File: config.mk
export PLATFORM = sky130hd
export DESIGN_NAME = trace_logger
export DESIGN_NICKNAME = d
export VERILOG_FILES = /design/src/source/trace_pkg.sv /design/src/source/trace_capture.sv /design/src/source/trace_logger.sv /design/src/source/trace_ram.sv /design/src/source/trace_readout.sv /design/src/source/trace_regs.sv
export SDC_FILE = /design/constraint.sdc
export NUM_CORES = 1
export LEC_CHECK = 0
export CAP_MARGIN = 0
export CORE_UTILIZATION = 30
export DETAILED_ROUTE_END_ITERATION = 16
export DONT_BUFFER_PORTS = 1
export GPL_ROUTABILITY_DRIVEN = 0
export PLACE_DENSITY = 0.47
export SLEW_MARGIN = 20
export SYNTH_ARGS = -nofsm -noshare
export SYNTH_HDL_FRONTEND = slang
export SYNTH_SLANG_ARGS = --single-unit
File: constraint.sdc
create_clock -name clk -period 15.16 [get_ports clk]
set_clock_uncertainty 0.15 [all_clocks]
set_input_delay 4.548 -clock clk [delete_from_list [all_inputs] [get_ports clk]]
set_output_delay 4.548 -clock clk [all_outputs]
set_load 0.05 [all_outputs]
File: src/source/trace_pkg.sv
/*
 * Trace logger shared definitions
 * Bus widths, register map and helpers for entry-to-word packing
 */
`default_nettype none

package trace_pkg;

  localparam int WB_DW = 32;        // One bus word
  localparam int WB_AW = 16;        // Word address
  localparam int REG_CTRL = 0;      // Bit 0 written as 1 starts capture
  localparam int REG_STATUS = 1;
  localparam int STATUS_PC_LSB = 16;
  localparam int MEM_BASE_BIT = 15; // Memory window select
  localparam int MAX_ENTRY_W = 256; // Limit on DW+TW
  localparam int WORD_IDX_W = $clog2(MAX_ENTRY_W / WB_DW);

  // Bus words per entry, rounded up to a power of two
  function automatic int words_per_entry(input int ew);
    int n;
    int w;
    n = (ew + WB_DW - 1) / WB_DW;
    w = 1;
    while (w < n) w = w * 2;
    return w;
  endfunction

  function automatic int word_sel_bits(input int ew);
    return $clog2(words_per_entry(ew));
  endfunction

endpackage

`default_nettype wire

File: src/source/trace_capture.sv
/*
 * Trace capture
 * Detects changes on the probe, times the gap since the last entry
 * and writes {count, data} into the trace memory until it is full
 */
`default_nettype none

module trace_capture #(
  parameter int AW = 4,
  parameter int DW = 40,
  parameter int TW = 8
) (
  input  logic             clk,
  input  logic             rst,
  input  logic [DW-1:0]    probe,
  input  logic             start,
  output logic             running,
  output logic [AW-1:0]    pc,
  output logic             wr_en,
  output logic [AW-1:0]    wr_addr,
  output logic [TW+DW-1:0] wr_entry
);

  logic [DW-1:0] probe_d1;
  logic [DW-1:0] probe_d2;
  logic          diff;
  logic          ovf;    // Interval counter wrapped
  logic [TW-1:0] count;

  assign wr_en = running & (diff | ovf);
  assign wr_addr = pc;
  assign wr_entry = {count, probe_d2}; // Count above the data

  // Data pipeline, lines up with diff
  always_ff @(posedge clk) begin
    probe_d1 <= probe;
    probe_d2 <= probe_d1;
  end

  always_ff @(posedge clk) begin
    if (rst) begin
      diff <= 1'b0;
      ovf <= 1'b0;
      count <= '0;
      pc <= '0;
      running <= 1'b0;
    end else begin
      diff <= probe_d1 != probe_d2;
      if (start) begin
        pc <= '0;
        running <= 1'b1;
        count <= TW'(1);
        ovf <= 1'b0;
      end else if (wr_en) begin
        count <= TW'(1);
        ovf <= 1'b0;
        pc <= pc + 1'b1;
        if (&pc) running <= 1'b0; // Last address written
      end else begin
        {ovf, count} <= {1'b0, count} + 1'b1;
      end
    end
  end

endmodule

`default_nettype wire

File: src/source/trace_logger.sv
/*
 * Trace logger top level
 * Change-triggered trace buffer with a Wishbone classic readout
 */
`default_nettype none

module trace_logger #(
  parameter int AW = 4,
  parameter int DW = 40,
  parameter int TW = 8
) (
  input  logic                          clk,
  input  logic                          rst,
  input  logic                          wb_cyc,
  input  logic                          wb_stb,
  input  logic                          wb_we,
  input  logic [trace_pkg::WB_AW-1:0]   wb_adr,
  input  logic [trace_pkg::WB_DW-1:0]   wb_dat_w,
  input  logic [trace_pkg::WB_DW/8-1:0] wb_sel,
  output logic [trace_pkg::WB_DW-1:0]   wb_dat_r,
  output logic                          wb_ack,
  input  logic [DW-1:0]                 probe,
  output logic                          running,
  output logic [AW-1:0]                 pc_mon
);

  logic                             start;
  logic [AW-1:0]                    rd_addr;
  logic [trace_pkg::WORD_IDX_W-1:0] word_idx;
  logic                             wr_en;
  logic [AW-1:0]                    wr_addr;
  logic [TW+DW-1:0]                 wr_entry;
  logic [TW+DW-1:0]                 rd_entry;
  logic [trace_pkg::WB_DW-1:0]      rd_word;

  trace_regs #(
    .AW(AW),
    .DW(DW),
    .TW(TW)
  ) u_trace_regs (
    .clk      (clk),
    .rst      (rst),
    .wb_cyc   (wb_cyc),
    .wb_stb   (wb_stb),
    .wb_we    (wb_we),
    .wb_adr   (wb_adr),
    .wb_dat_w (wb_dat_w),
    .wb_sel   (wb_sel),
    .running  (running),
    .pc       (pc_mon),
    .rd_word  (rd_word),
    .wb_dat_r (wb_dat_r),
    .wb_ack   (wb_ack),
    .start    (start),
    .rd_addr  (rd_addr),
    .word_idx (word_idx)
  );

  trace_capture #(
    .AW(AW),
    .DW(DW),
    .TW(TW)
  ) u_trace_capture (
    .clk      (clk),
    .rst      (rst),
    .probe    (probe),
    .start    (start),
    .running  (running),
    .pc       (pc_mon),
    .wr_en    (wr_en),
    .wr_addr  (wr_addr),
    .wr_entry (wr_entry)
  );

  trace_ram #(
    .AW(AW),
    .EW(TW + DW)
  ) u_trace_ram (
    .clk      (clk),
    .wr_en    (wr_en),
    .wr_addr  (wr_addr),
    .wr_entry (wr_entry),
    .rd_addr  (rd_addr),
    .rd_entry (rd_entry)
  );

  trace_readout #(
    .DW(DW),
    .TW(TW)
  ) u_trace_readout (
    .rd_entry (rd_entry),
    .word_idx (word_idx),
    .rd_word  (rd_word)
  );

endmodule

`default_nettype wire

File: src/source/trace_ram.sv
/*
 * Trace memory
 * Simple dual-port RAM, one write port and one registered read port
 */
`default_nettype none

module trace_ram #(
  parameter int AW = 4,
  parameter int EW = 48
) (
  input  logic          clk,
  input  logic          wr_en,
  input  logic [AW-1:0] wr_addr,
  input  logic [EW-1:0] wr_entry,
  input  logic [AW-1:0] rd_addr,
  output logic [EW-1:0] rd_entry
);

  logic [EW-1:0] mem [2**AW];

  always_ff @(posedge clk) begin
    if (wr_en) begin
      mem[wr_addr] <= wr_entry;
    end
    rd_entry <= mem[rd_addr]; // One cycle read latency
  end

endmodule

`default_nettype wire

File: src/source/trace_readout.sv
/*
 * Trace readout
 * Picks one bus word out of a wide trace entry
 */
`default_nettype none

module trace_readout #(
  parameter int DW = 40,
  parameter int TW = 8
) (
  input  logic [TW+DW-1:0]                rd_entry,
  input  logic [trace_pkg::WORD_IDX_W-1:0] word_idx,
  output logic [trace_pkg::WB_DW-1:0]     rd_word
);

  import trace_pkg::*;

  logic [MAX_ENTRY_W-1:0] padded;

  // Zero fill above the entry so partial and unused words read clean
  assign padded = MAX_ENTRY_W'(rd_entry);

  assign rd_word = padded[word_idx*WB_DW +: WB_DW];

endmodule

`default_nettype wire

File: src/source/trace_regs.sv
/*
 * Trace register block
 * Wishbone classic slave with control, status and the memory window.
 * Registers ack one cycle after the strobe, memory reads after two
 */
`default_nettype none

module trace_regs #(
  parameter int AW = 4,
  parameter int DW = 40,
  parameter int TW = 8
) (
  input  logic                             clk,
  input  logic                             rst,
  input  logic                             wb_cyc,
  input  logic                             wb_stb,
  input  logic                             wb_we,
  input  logic [trace_pkg::WB_AW-1:0]      wb_adr,
  input  logic [trace_pkg::WB_DW-1:0]      wb_dat_w,
  input  logic [trace_pkg::WB_DW/8-1:0]    wb_sel,
  input  logic                             running,
  input  logic [AW-1:0]                    pc,
  input  logic [trace_pkg::WB_DW-1:0]      rd_word,
  output logic [trace_pkg::WB_DW-1:0]      wb_dat_r,
  output logic                             wb_ack,
  output logic                             start,
  output logic [AW-1:0]                    rd_addr,
  output logic [trace_pkg::WORD_IDX_W-1:0] word_idx
);

  import trace_pkg::*;

  localparam int WPE = words_per_entry(DW + TW);
  localparam int WSB = word_sel_bits(DW + TW);

  logic                    req;      // New bus access
  logic                    mem_sel;
  logic                    ctrl_sel;
  logic                    stat_sel;
  logic                    mem_pend; // RAM read in flight
  logic [MEM_BASE_BIT-1:0] win_adr;
  logic [WB_DW-1:0]        status_word;
  logic [WB_DW-1:0]        reg_word;

  assign req = wb_cyc & wb_stb & ~wb_ack & ~mem_pend;
  assign mem_sel = wb_adr[MEM_BASE_BIT];
  assign win_adr = wb_adr[MEM_BASE_BIT-1:0];
  assign ctrl_sel = ~mem_sel && (win_adr == MEM_BASE_BIT'(REG_CTRL));
  assign stat_sel = ~mem_sel && (win_adr == MEM_BASE_BIT'(REG_STATUS));

  // Entry address, the low bits pick the word within it
  assign rd_addr = AW'(win_adr >> WSB);

  always_comb begin
    status_word = '0;
    status_word[0] = running;
    status_word[STATUS_PC_LSB +: AW] = pc;
  end

  assign reg_word = stat_sel ? status_word : '0; // Control reads zero

  always_ff @(posedge clk) begin
    if (rst) begin
      wb_ack <= 1'b0;
      mem_pend <= 1'b0;
      start <= 1'b0;
    end else begin
      start <= req & wb_we & ctrl_sel & wb_sel[0] & wb_dat_w[0];
      mem_pend <= req & mem_sel;
      wb_ack <= (req & ~mem_sel) | (mem_pend & wb_cyc & wb_stb);
    end
  end

  always_ff @(posedge clk) begin
    if (req) begin
      word_idx <= WORD_IDX_W'(win_adr) & WORD_IDX_W'(WPE - 1); // Same cycle as RAM addr
    end
    if (req & ~mem_sel) begin
      wb_dat_r <= reg_word;
    end else if (mem_pend) begin
      wb_dat_r <= rd_word;
    end
  end

endmodule

`default_nettype wire

==> results of run 1 <==
worst max-delay path: cells and delay by family:
kind            cells  cell delay [ns]
compound gates      3             0.58
simple gates        1             0.19
buf+inv             2             1.35
per-layer routing:
layer | vias up | routed length, um | GRT usage, % | share of wire, %
li1 | 7240 | - | - | -
met1 | 8849 | 42350 | 21.68 | 48
met2 | 377 | 40630 | 23.26 | 46
met3 | 108 | 3562 | 2.403 | 4.0
met4 | 0 | 1414 | 3.005 | 1.6
met5 | - | 0 | 0 | 0
power groups by stage:
| stage | combinational (mW) | sequential, mW | clock, mW |
|---|---|---|---|
| global placement | 0.160 | 2.97 | 0 |
| detailed placement | 0.160 | 2.97 | 0 |
| floorplan | 0.150 | 2.95 | 0 |
| global route | 0.170 | 2.92 | 2.47 |
| CTS | 0.160 | 2.92 | 2.37 |
| finish | 0.157 | 2.92 | 2.32 |
cells in the final DEF (no fill, tap or decap), types with 2 or more instances in the layout:
master,count
inv_4,2
clkinv_1,6
edfxtp_1,801
clkinv_2,22
mux2i_1,208
dfxtp_1,146
nor3_2,4
xnor2_1,34
nor2_4,13
clkbuf_8,14
buf_16,2
a21oi_1,2
clkbuf_1,27
nor2_1,74
clkinv_4,4
a22o_1,4
nor4_1,4
or4_1,3
inv_6,2
o21ai_0,2
xor2_1,15
ha_1,5
nand2_1,8
a22oi_1,48
buf_4,30
inv_1,4
nand4_1,11
clkbuf_16,101
nand3_1,4
and2_1,12
a221oi_1,10
nand2b_1,2
o21ai_1,48
a221oi_2,86
nor3_1,7
mux4_2,96
metrics by stage:
stage,util (%),std cells,setup slack [ns]
after floorplan,-,1755,8.986
after global placement,31.69,3220,8.152
after detailed placement,31.69,3220,8.141
after CTS,34.37,3402,8.817
after global routing,34.42,3404,8.756
final,34.42,3404,8.677
cells by family (layout without fill, tap and decap cells):
group	Yosys count	after routing
AOI/OAI and AO/OA	204	204
xor gates and xnor gates	49	49
adders and majority gates	5	5
buffers and inverters	94	219
DFF	947	947
muxes	304	304
and+or+nand+nor	152	152
flip-flops by register name (all words and copies together) (netlist names), 4 cells and up:
name,cells
u_trace_capture.probe_d1,40
u_trace_ram.mem,768
u_trace_capture.count,8
u_trace_capture.pc,4
u_trace_regs.wb_dat_r,32
u_trace_ram.rd_entry,48
u_trace_capture.probe_d2,40
layout make-up:
cell class	count	area [um^2]	area share, %
inverters	5	20.02	0.05012
multi-input cells	714	7642	19.13
flip-flops and latches	947	26980	67.54
well taps	1524	1907	4.774
clock buffers	142	2821	7.064
clock inverters	40	296.5	0.7424
repair buffers	32	280.3	0.7017
worst min path at each step:
stage / startpoint / to / slack [ns]
after global routing: u_trace_capture.probe_d1[8] / u_trace_capture.probe_d2[8] / 0.22
after global placement: u_trace_capture.probe_d1[12] / u_trace_capture.probe_d2[12] / 0.21
after detailed placement: u_trace_capture.probe_d1[0] / u_trace_capture.probe_d2[0] / 0.21
final: u_trace_capture.probe_d1[8] / u_trace_capture.probe_d2[8] / 0.21
after floorplan: u_trace_capture.probe_d1[16] / u_trace_capture.probe_d2[16] / 0.20
after CTS: u_trace_capture.probe_d1[0] / u_trace_capture.probe_d2[0] / 0.22
==> results.md, run 1 <==
- The global-route wire length before repair is about 120000 um.
- The buffer cell driving the clock tree root is clkbuf_16.
- The post-synthesis instance total is 1755.
- Using the TritonRoute via totals, the vias-per-cell ratio works out to 4.869.
- The critical path class is in2reg.
- The die width is 343.9 um.
- The worst setup path is captured at a register.
- The post-cts sizing count is 0.
- Along the worst path, the maximum fanout reaches 99.
- The placed instances occupy a cell area of 36770 um^2.
- TritonCTS built the clock tree.
- The worst setup path is launched from an input pin.
- The first-pass iteration count of the detailed router is 5.
- In this run the count of I/O pins placed on the die edge is 135.
- The total overflow reported by the global router is 0.
- The worst register-to-register path begins at u_trace_capture.running.
- The static leakage power is 13.08 nW.
- Among all flip-flop cells after synthesis, the most frequent one is edfxtp_1.
- Yosys mapped a number of flops with a built-in enable equal to 801.
- During synthesis, Yosys emitted a total of 0 warnings.
- The final total negative setup slack is 0 ns.
- The compound-cell area share of the yosys netlist is 5.890%.
- From synthesis to final layout, the design area changed by 13.89%.
- Setup repair after global routing left no endpoint under its margin.
- Summed over its instances, the top area cell type makes up 68.58% of the synthesized netlist area.
- The estimated wirelength of the detail-placed design is 45650 um.
- The hold-critical path depth is 0.
- The number of cells traversed by the worst register-to-register path is 4.
- The region available for standard cell placement spans 116000 um^2.
- For this run, the slowest stage of the critical path takes 0.77 ns.
- The worst hold-check path type is reg2reg.
- The vertical extent of the die is 343.9 um.
- The total count of max-transition violations in the final report was 0.
- The placement row count is 125.
- The most critical setup path has its startpoint at wb_adr[2].
- The clock latency on the worst-skew pair is 0.66 ns.
- Max-cap violations in this run came to 0.
- The H-tree depth is 3.
- For this configuration, the core starts out at a cell density of 30.22%.
- Entering global routing, the biggest net connects 290 pins.
- A synthesized cell averages 19.98 um^2.
- In the post-synthesis netlist, the biggest area contributors are edfxtp_1 (69%), dfxtp_1 (8.3%), mux4_2 (6.2%).
- The final hold violation count was 0.
- The global router's overall resource usage is 14.83%.
- The number of remaining DRC errors is 0.
- The number of nets in the synthesized netlist is 1857.
- By count the netlist is led by edfxtp_1 (801), mux2i_1 (208), dfxtp_1 (146), mux4_2 (96), nor2_1 (87).
- The post-synthesis simple-gate area fraction is approximately 2.0%.
- The maximum buffer depth of the clock tree is 3.
- For this run, the post-layout net count is 1900.
- By area, the combinational part of the netlist is dominated by multiplexers.
- The achievable clock frequency is 154.2 MHz.
- The arithmetic-cell share of the synthesized area counting full adders, half adders and majority gates is 0.1784%.
- Clock-pin slew was measured on the worst setup and hold paths at 0.06 ns.
- The switching power of the nets is around 1.1 mW.
- The multiplexer share of the synthesized area is about an eighth.
- In this run the tool buffered the top-level ports with 0 buffer cells.
- The number of antenna violations at the first check in global routing is 5.
- The number of diodes is 0.
- The total wire length is 87960 um.
- The areal power density over the cells is 134.9 nW/um^2.
- In this run the remaining antenna-violating nets after routing total 0.
- The sequential cell area fraction in the yosys report is 76.92%.
- For this design, the CTS-stage hold fixing added 0 buffers.
- The number of global-route vias before repair is about 17000.
- The worst register-to-register path ends at u_trace_ram.mem[7][37].
- The synthesized design spends more area on one cell type than any other, namely edfxtp_1.
- The post-route clock period utilization is 42.77%.
- The slew at the pin with the worst max-slew slack is 1.044 ns.
- The worst hold slack after final layout is approximately 0.21 ns.
- Counting the fill cells in the layout gives 10890.
- Sequential cells burn 54.1% of the power.
- The buffers inserted during post-CTS setup optimization is 0.
- The standard cell with the maximum stage delay on the critical path is buf_4.
- The number of vias after detailed routing is 16570.
- Measured against its own limit, the worst slew margin works out to a little under a third.
- Counting flops with an async set or reset pin after synthesis yields a share of 0%.
- In the final routed layout, each cell accounts on average for 25.84 um.
- Across all register-to-register paths, the minimum setup slack is 11.43 ns.
- The data arrival at the endpoint of the critical path is 6.85 ns.
- Traced cell by cell, the critical path runs through nor2_4 > buf_4 > buf_4 > a221oi_1 > a22oi_1 > o21ai_1.
- In the post-synthesis netlist, the cell with the most instances is edfxtp_1.
- The number of sinks driven by the clock tree is 947.
- The count of routing violations after the opening detailed-route iteration is 1414.
- The sum of internal, switching and leakage power is 5.389 mW.
- For the worst setup path, the data required time is 15.53 ns.
- The total setup violations reported at the end of the flow is 0.
- With fillers left out, the area of the finished cells amounts to 39940 um^2.
- The total die area is 118300 um^2.
- Internal power comes to roughly 4.2 mW.
- After synthesis the netlist holds a flip-flop and latch count of 947.
- In this design, the critical path's most frequently occurring cell is buf_4.
- The flow ran to the end, and the final reports show no timing, DRC or antenna violations.
- The fraction of final layout cells with drive strength greater than 1 is 20.53%.
- Combinational cells account for 2.9% of the total power.
- The number of different library cells used by synthesis comes to 43.
- The number of buffers inserted during clock tree synthesis is 98.
- The post-synth design cell area is 35070 um^2.
- The clock network burns 43.0% of the power.
- The critical path ends at u_trace_ram.rd_entry[0].
- The net switching share of the total power is a little over a fifth.
- The synthesized netlist devotes about 1.2% of its cell area to XOR and XNOR gates.
- The shortest period the worst path allows is approximately 6.5 ns.
- The peak supply drop is ~0.075 mV.
(Power assumes the default switching activity.)
==> run 2, diff against run 1 <==
==> constraint.sdc (replaced) <==
create_clock -name clk -period 6 [get_ports clk]
set_clock_uncertainty 0.15 [all_clocks]
set_input_delay 1.8 -clock clk [delete_from_list [all_inputs] [get_ports clk]]
set_output_delay 1.8 -clock clk [all_outputs]
set_load 0.05 [all_outputs]
==> run 2 against run 1 <==
Effect of this change: the flow now finishes with violations (max-slew violations); non-clock buffer count rose by 2; setup slack worse by 6.3 ns; count of clock-buffer cells in the layout grew 19; via count is 0.13% lower; core utilization up 0.20 points; die area unchanged; largest cell class unchanged; largest power group unchanged.
==> results.md, run 2 (synthesis gave the netlist of run 1 again) <==
- The flow ran to the end, but the final reports show violations.
- The final reports fail on max-slew violations.
- The placement row count was 125 (unchanged).
- The first-pass iteration count of the detailed router is 4 (-1).
- The leading cell type in the layout, fill and taps excluded is edfxtp_1.
- The final hold violation count is 0 (unchanged).
- The total setup violations reported at the end of the flow came to 0 (unchanged).
- The worst-path maximum fanout is 11 (-89%).
- From synthesis to final layout, the design area changed by 14.56%.
- In the layout the commonest cells are edfxtp_1 (801), mux2i_1 (208), dfxtp_1 (146), clkbuf_16 (101), mux4_2 (96).
- The post-route clock period utilization is between 50% and 60%.
- The internal power consumption was 10.92 mW (+160%).
- The average wire length per cell after detail routing came to 26.12 um (+1.1%).
- The fraction of final layout cells with drive strength greater than 1 was 20.25% (-0.28 points).
- The number of hold buffers added after cts is 0 (unchanged).
- The register share of total power is 53.3% (-0.8 points).
- The worst hold slack after final layout is 0.2127 ns (-0.001720 ns).
- The data arrival at the endpoint of the critical path is 1.64 ns (-5.21 ns).
- The worst slew margin relative to its limit came to -6.132% (-36 points).
- The global router's overall resource usage is 15.01% (+0.18 points).
- The switching power of the nets came to 2.893 mW (+150%).
- The critical path class is reg2out.
- The number of diodes came to 0 (unchanged).
- The number of vias after detailed routing is 16550 (-0.13%).
- The total wire length is 89060 um (+1.3%).
- The number of vias per cell is 4.854 (-0.30%).
- The type of element capturing the critical path is a primary output.
- Derived from the worst setup path, the maximum achievable clock frequency is 278.6 MHz.
- The areal power density over the cells came to 343.7 nW/um^2 (+150%).
- The initial standard-cell utilization of the core is 30.22% (unchanged).
- The relative contribution of combinational cells to total power came to 3.0% (about the same).
- The vertical extent of the die is 343.9 um (unchanged).
- The total count of max-transition violations in the final report was 68 (+68).
- Setup repair after global routing left no endpoint under its margin.
- u_trace_ram.mem holds more flip-flops than any other register.
- The final total negative setup slack is 0 ns (unchanged).
- The power share of the clock group is 43.7% (+0.7 points).
- The remaining antenna violation count after routing is 0 (unchanged).
- The root buffer cell chosen for the clock tree is clkbuf_16.
- The largest registers in the layout are u_trace_ram.mem (768), u_trace_ram.rd_entry (48).
- The fraction of the core area covered by cells at the end of the flow is 34.62% (+0.20 points).
- The buffers inserted during post-CTS setup optimization is 0 (unchanged).
- The number of maximum-capacitance violations is 0 (unchanged).
- The tightest min-delay check is of the reg2reg type.
- The area of the placeable core is 116000 um^2 (unchanged).
- The number of sinks driven by the clock tree was 947 (unchanged).
- The pin count of the biggest net entering global routing is 290 (unchanged).
- STA classifies the critical path startpoint as a register.
- The die width is 343.9 um (unchanged).
- The peak supply drop is 0.2552 mV (+240%).
- The global-route wire length before repair is 125700 um (+0.99%).
- The number of flip-flops under the largest register name is 768 (unchanged).
- The number of antenna violations at the first check in global routing is 5 (unchanged).
- The maximum buffer depth of the clock tree was 3 (unchanged).
- The number of buffers inserted during clock tree synthesis is 98 (unchanged).
- The total overflow reported by the global router came to 0 (unchanged).
- The I/O pin count is 135 (unchanged).
- The static leakage power is 13.15 nW (+0.57%).
- The number of global-route vias before repair is 17200 (+1.3%).
- The net switching share of the total power is 20.95% (-0.29 points).
- The estimated wirelength of the detail-placed design was 45730 um (+0.16%).
- The shortest period the worst path allows is 3.589 ns.
- The count of routing violations after the opening detailed-route iteration is 1402 (-0.85%).
- TritonCTS built the clock tree.
- The data required time at the worst endpoint is 4.05 ns (-11.48 ns).
- The final net count is 1902 (+0.11%).
- The total of buffers placed on input and output ports is 0 (unchanged).
- The number of remaining DRC errors is 0 (unchanged).
- The H-tree depth is 3 (unchanged).
- The slew at the pin with the worst max-slew slack is 1.592 ns (+0.5482 ns).
- The clock latency on the worst-skew pair is 0.68 ns (+0.02 ns).
- The total die area is 118300 um^2 (unchanged).
- The post-cts sizing count was 0 (unchanged).
- The clock-pin transition on the worst setup and hold timing paths is 0.06 ns (about the same).
## run 2: cell count changes in the layout (fill, tap and decap cells not counted), moves of 3 or more
cell,change
clkinv_2,-11
clkinv_4,-4
clkbuf_1,+10
clkbuf_2,+3
buf_4,-7
clkbuf_8,+6
buf_12,+10
## run 2: final timing paths
check | start | to | slack, ns | depth (start not counted)
worst max register to register | u_trace_capture.running | u_trace_ram.mem[15][29] | 2.56 | 4
worst max-delay path | u_trace_capture.pc[2] | pc_mon[2] | 2.41 | 0
worst min-delay path | u_trace_capture.probe_d1[26] | u_trace_capture.probe_d2[26] | 0.21 | 0
worst min register to register | u_trace_capture.probe_d1[26] | u_trace_capture.probe_d2[26] | 0.21 | 0
## run 2: cell type report
class | instances | area [um^2]
inverter | 5 | 20.02
clock buffer | 161 | 2957
tap | 1524 | 1907
multi-input combinational | 714 | 7647
clock inverter | 25 | 270.3
sequential | 947 | 26980
timing repair buffer | 34 | 400.4
fill | 10890 | 75870
## run 2: per-layer routing
metal / vias to the layer above / global-route usage (%) / wire (um)
met2: 374 / 22.71 / 39770
met4: 2 / 3.374 / 1725
met5: - / 0 / 9
met3: 109 / 3.075 / 4190
met1: 8829 / 22.12 / 43370
li1: 7239 / - / -
## run 2: metrics by stage
step	area [um^2]	worst slack, ns	cells	total power, mW
floorplan	35070	0.7663	1755	7.821
global placement	36900	2.034	3222	7.903
detailed placement	36950	2.038	3224	7.913
CTS	40180	2.386	3410	13.96
global route	40180	2.347	3410	14.25
finish	40180	2.411	3410	13.81
## run 2: power by group through the flow
stage / logic [mW] / registers, mW / clock network, mW
2_1_floorplan: 0.378 / 7.44 / 0
3_5_place_dp: 0.408 / 7.50 / 0
4_1_cts: 0.409 / 7.37 / 6.19
5_1_grt: 0.438 / 7.38 / 6.44
6_report: 0.408 / 7.36 / 6.04
3_3_place_gp: 0.407 / 7.50 / 0
==> run 3, diff against run 2 <==
--- a/config.mk
+++ b/config.mk
@@ -5,12 +5,13 @@
 export SDC_FILE = /design/constraint.sdc
 export NUM_CORES = 1
 export LEC_CHECK = 0
+export ABC_AREA = 1
 export CAP_MARGIN = 0
 export CORE_UTILIZATION = 30
 export DETAILED_ROUTE_END_ITERATION = 16
 export DONT_BUFFER_PORTS = 1
 export GPL_ROUTABILITY_DRIVEN = 0
-export PLACE_DENSITY = 0.47
+export PLACE_DENSITY = 0.48
 export SLEW_MARGIN = 20
 export SYNTH_ARGS = -nofsm -noshare
 export SYNTH_HDL_FRONTEND = slang
==> constraint.sdc (replaced) <==
create_clock -name clk -period 2.95 [get_ports clk]
set_clock_uncertainty 0.15 [all_clocks]
set_input_delay 0.885 -clock clk [delete_from_list [all_inputs] [get_ports clk]]
set_output_delay 0.885 -clock clk [all_outputs]
set_load 0.05 [all_outputs]
==> run 3 against run 2 <==
Effect of this change: sequential power rose by 100%; highest routed layer is now met4; core utilization rose by 0.39 points; cell count rose by 26%; setup slack got worse by 1.8 ns; sequential cell count did not move; the run now ends clean; critical endpoint is now wb_dat_r[15]; synthesized area rose by 1.0%.
==> results.md, run 3 <==
- The run finished with clean final reports.
- The initial standard-cell utilization of the core is 30.36% (+0.14 points).
- The unique cell type count in the Yosys netlist is 32 (-26%).
- The number of remaining DRC errors was 0 (unchanged).
- The multi-input gate area in the final layout came to 7411 um^2 (-3.1%).
- The final net count is 2791 (+47%).
- The areal power density over the cells is 695.6 nW/um^2 (+100%).
- The leading cell type in the layout, fill and taps excluded is edfxtp_1.
- The largest register by flop count is u_trace_ram.mem.
- The total of buffers placed on input and output ports was 0 (unchanged).
- The area added between synthesis and finish is 15.31%.
- The number of antenna violations at the first check in global routing came to 3 (-2).
- The share of synthesized registers carrying an async set or reset is 0% (unchanged).
- The number of sinks driven by the clock tree is 947 (unchanged).
- The number of vias per cell was 4.949 (+1.9%).
- The number of hold buffers added after cts is 0 (unchanged).
- The post-route clock period utilization is 80.77%.
- TritonCTS built the clock tree.
- The area used by sequential logic in the layout came to 26980 um^2 (unchanged).
- Setup repair after global routing left no endpoint under its margin.
- The critical path class is reg2out.
- The fraction of post-synthesis cell area in the top cell type by area came to 67.89% (-0.69 points).
- The area of the placeable core came to 116700 um^2 (+0.54%).
- The number of flip-flops under the largest register name is 768 (unchanged).
- The final hold violation count was 0 (unchanged).
- The largest total area in the synthesized netlist belongs to edfxtp_1.
- The library cells used most frequently in the layout, excluding fill and tap cells, are edfxtp_1 (801), nor2_1 (536), o21ai_0 (358), o211ai_1 (193), nand2_1 (168).
- The vertical extent of the die is 345.6 um (+0.50%).
- By count the netlist is led by edfxtp_1 (801), nor2_1 (552), o21ai_0 (358), o211ai_1 (193), nand2_1 (168).
- The most frequent cell after synthesis is edfxtp_1.
- The data required time at the worst endpoint is 1.92 ns (-2.13 ns).
- In the final layout, the registers with the most flip-flops are u_trace_ram.mem (768), u_trace_ram.rd_entry (48).
- The sequential cell area fraction in the yosys report is 76.14% (-0.77 points).
- The slew at the pin with the worst max-slew slack is 0.7776 ns (-0.8143 ns).
- The H-tree depth is 3 (unchanged).
- The number of vias after detailed routing came to 21310 (+29%).
- The number of maximum-capacitance violations is 0 (unchanged).
- The worst slew margin relative to its limit was 48.16% (+54 points).
- The post-layout instance count excluding filler cells is 4305 (+26%).
- The path class of the tightest hold or removal check is in2reg.
- The number of synthesized register bits is 947 (unchanged).
- The fraction of the core area covered by cells at the end of the flow is 35.01% (+0.39 points).
- The remaining antenna violation count after routing is 0 (unchanged).
- The I/O pin count is 135 (unchanged).
- The count of flip-flops with a built-in enable after synthesis is 801 (unchanged).
- The most frequently used flop master after synthesis is edfxtp_1.
- The placement row count is 125 (unchanged).
- The data arrival at the endpoint of the critical path is 1.35 ns (-0.29 ns).
- The post-synth design cell area is 35430 um^2 (+1.0%).
- The post-synthesis instance total is 2671 (+52%).
- The post-cts sizing count is 0 (unchanged).
- The total setup violations reported at the end of the flow came to 0 (unchanged).
- The average cell area after synthesis is 13.26 um^2 (-34%).
- The buffers inserted during post-CTS setup optimization was 0 (unchanged).
- The number of inserted filler cells in the final layout is 11180 (+2.7%).
- Yosys attributes the largest share of cell area to edfxtp_1 (68%), dfxtp_1 (8.3%), nor2_1 (5.8%).
- The final worst-path setup slack is 0.5672 ns (-1.843 ns).
- The global-route wire length before repair is 139700 um (+11%).
- The average wire length per cell after detail routing is 22.04 um (-16%).
- The count of routing violations after the opening detailed-route iteration is 1947 (+39%).
- The shortest period the worst path allows is 2.383 ns.
- The total overflow reported by the global router is 0 (unchanged).
- The cell sitting at the root of the clock tree is a clkbuf_16.
- The worst-path maximum fanout came to 1 (-10).
- The pre-CTS setup slack is 0.2550 ns (-1.783 ns).
- The kind of start point of the critical path is a register.
- The total wire length is 94890 um (+6.5%).
- The count of synthesis-stage warnings from yosys came to 0 (unchanged).
- The maximum buffer depth of the clock tree is 3 (unchanged).
- The global router's overall resource usage came to 15.64% (+0.63 points).
- The die width is 345.6 um (+0.50%).
- The static leakage power is 13.49 nW (+2.6%).
- The total nets after synthesis is 2773 (+49%).
- The number of buffers inserted during clock tree synthesis is 103 (+5.1%).
- The first-pass iteration count of the detailed router was 7 (+3).
- The peak supply drop is 0.4698 mV (+84%).
- The pin count of the biggest net entering global routing came to 387 (+33%).
- The achievable clock frequency is 419.7 MHz.
- The clock latency on the worst-skew pair is 0.67 ns (about the same).
- The total count of max-transition violations in the final report was 0 (-100%).
- The number of cells in the design after placement is 4107 (+27%).
- The total die area is 119500 um^2 (+1.0%).
- The number of global-route vias before repair was 21080 (+23%).
- The estimated wirelength of the detail-placed design is 48700 um (+6.5%).
- The fraction of final layout cells with drive strength greater than 1 is 9.683% (-11 points).
- The clock-pin transition on the worst setup and hold timing paths came to 0.06 ns (about the same).
- The type of element capturing the critical path is a primary output.
run 3: changes by cell type in the layout (fill, tap and decap cells not counted), moves of 82 or more:
cell,delta
a221oi_2,-86
inv_1,+82
mux2i_1,-208
mux4_2,-96
nand2_1,+160
nor2_1,+462
o211ai_1,+193
o21ai_0,+356
o22ai_1,+96
run 3: metrics by stage:
stage | hold slack (ns) | TNS, ns | power [mW] | instance area (um^2)
2_1_floorplan | 0.1987 | -58.73 | 15.91 | 35480
3_3_place_gp | 0.2056 | 0 | 16.11 | 37500
3_5_place_dp | 0.2089 | 0 | 16.14 | 37500
4_1_cts | 0.02904 | 0 | 28.73 | 40830
5_1_grt | 0.03956 | 0 | 29.37 | 40840
6_report | 0.08371 | 0 | 28.42 | 40850
run 3: kinds of logic after synthesis:
| family | after synthesis | synth area share (%) |
|---|---|---|
| flops | 947 | 76.14 |
| simple gates | 744 | 8.028 |
| compound gates | 690 | 11.45 |
| buf+inv | 252 | 3.277 |
| xor+xnor | 18 | 0.4450 |
| mux | 15 | 0.4768 |
| fa+ha+maj | 5 | 0.1766 |
run 3: metal layers:
metal	global-route usage (%)	wire (um)
met5	0	0
met1	21.94	44040
met2	24.62	43630
met3	3.077	5173
met4	4.272	2048
run 3: cell type report:
type,instances,area share (%)
inverter,90,0.8576
multi-input combinational,1472,18.14
clock inverter,39,0.7902
sequential,947,66.03
clock buffer,155,7.360
antenna,3,0.01838
timing repair buffer,75,2.132
tap,1524,4.668
run 3: worst paths after layout:
kind	start	to	slack (ns)	cells after the start
max	u_trace_regs.wb_dat_r[15]	wb_dat_r[15]	0.57	0
min reg2reg	u_trace_capture.probe_d1[30]	u_trace_capture.probe_d2[30]	0.21	0
max reg2reg	u_trace_capture.pc[1]	u_trace_ram.mem[11][41]	0.66	7
min	probe[4]	u_trace_capture.probe_d1[4]	0.08	0
run 3: power by group:
part / internal (mW) / leakage, nW / switching (mW)
logic: 0.349 / 3.42 / 0.554
clock network: 7.38 / 1.61 / 5.19
registers: 14.7 / 8.46 / 0.291
total: 22.4 / 13.5 / 6.03
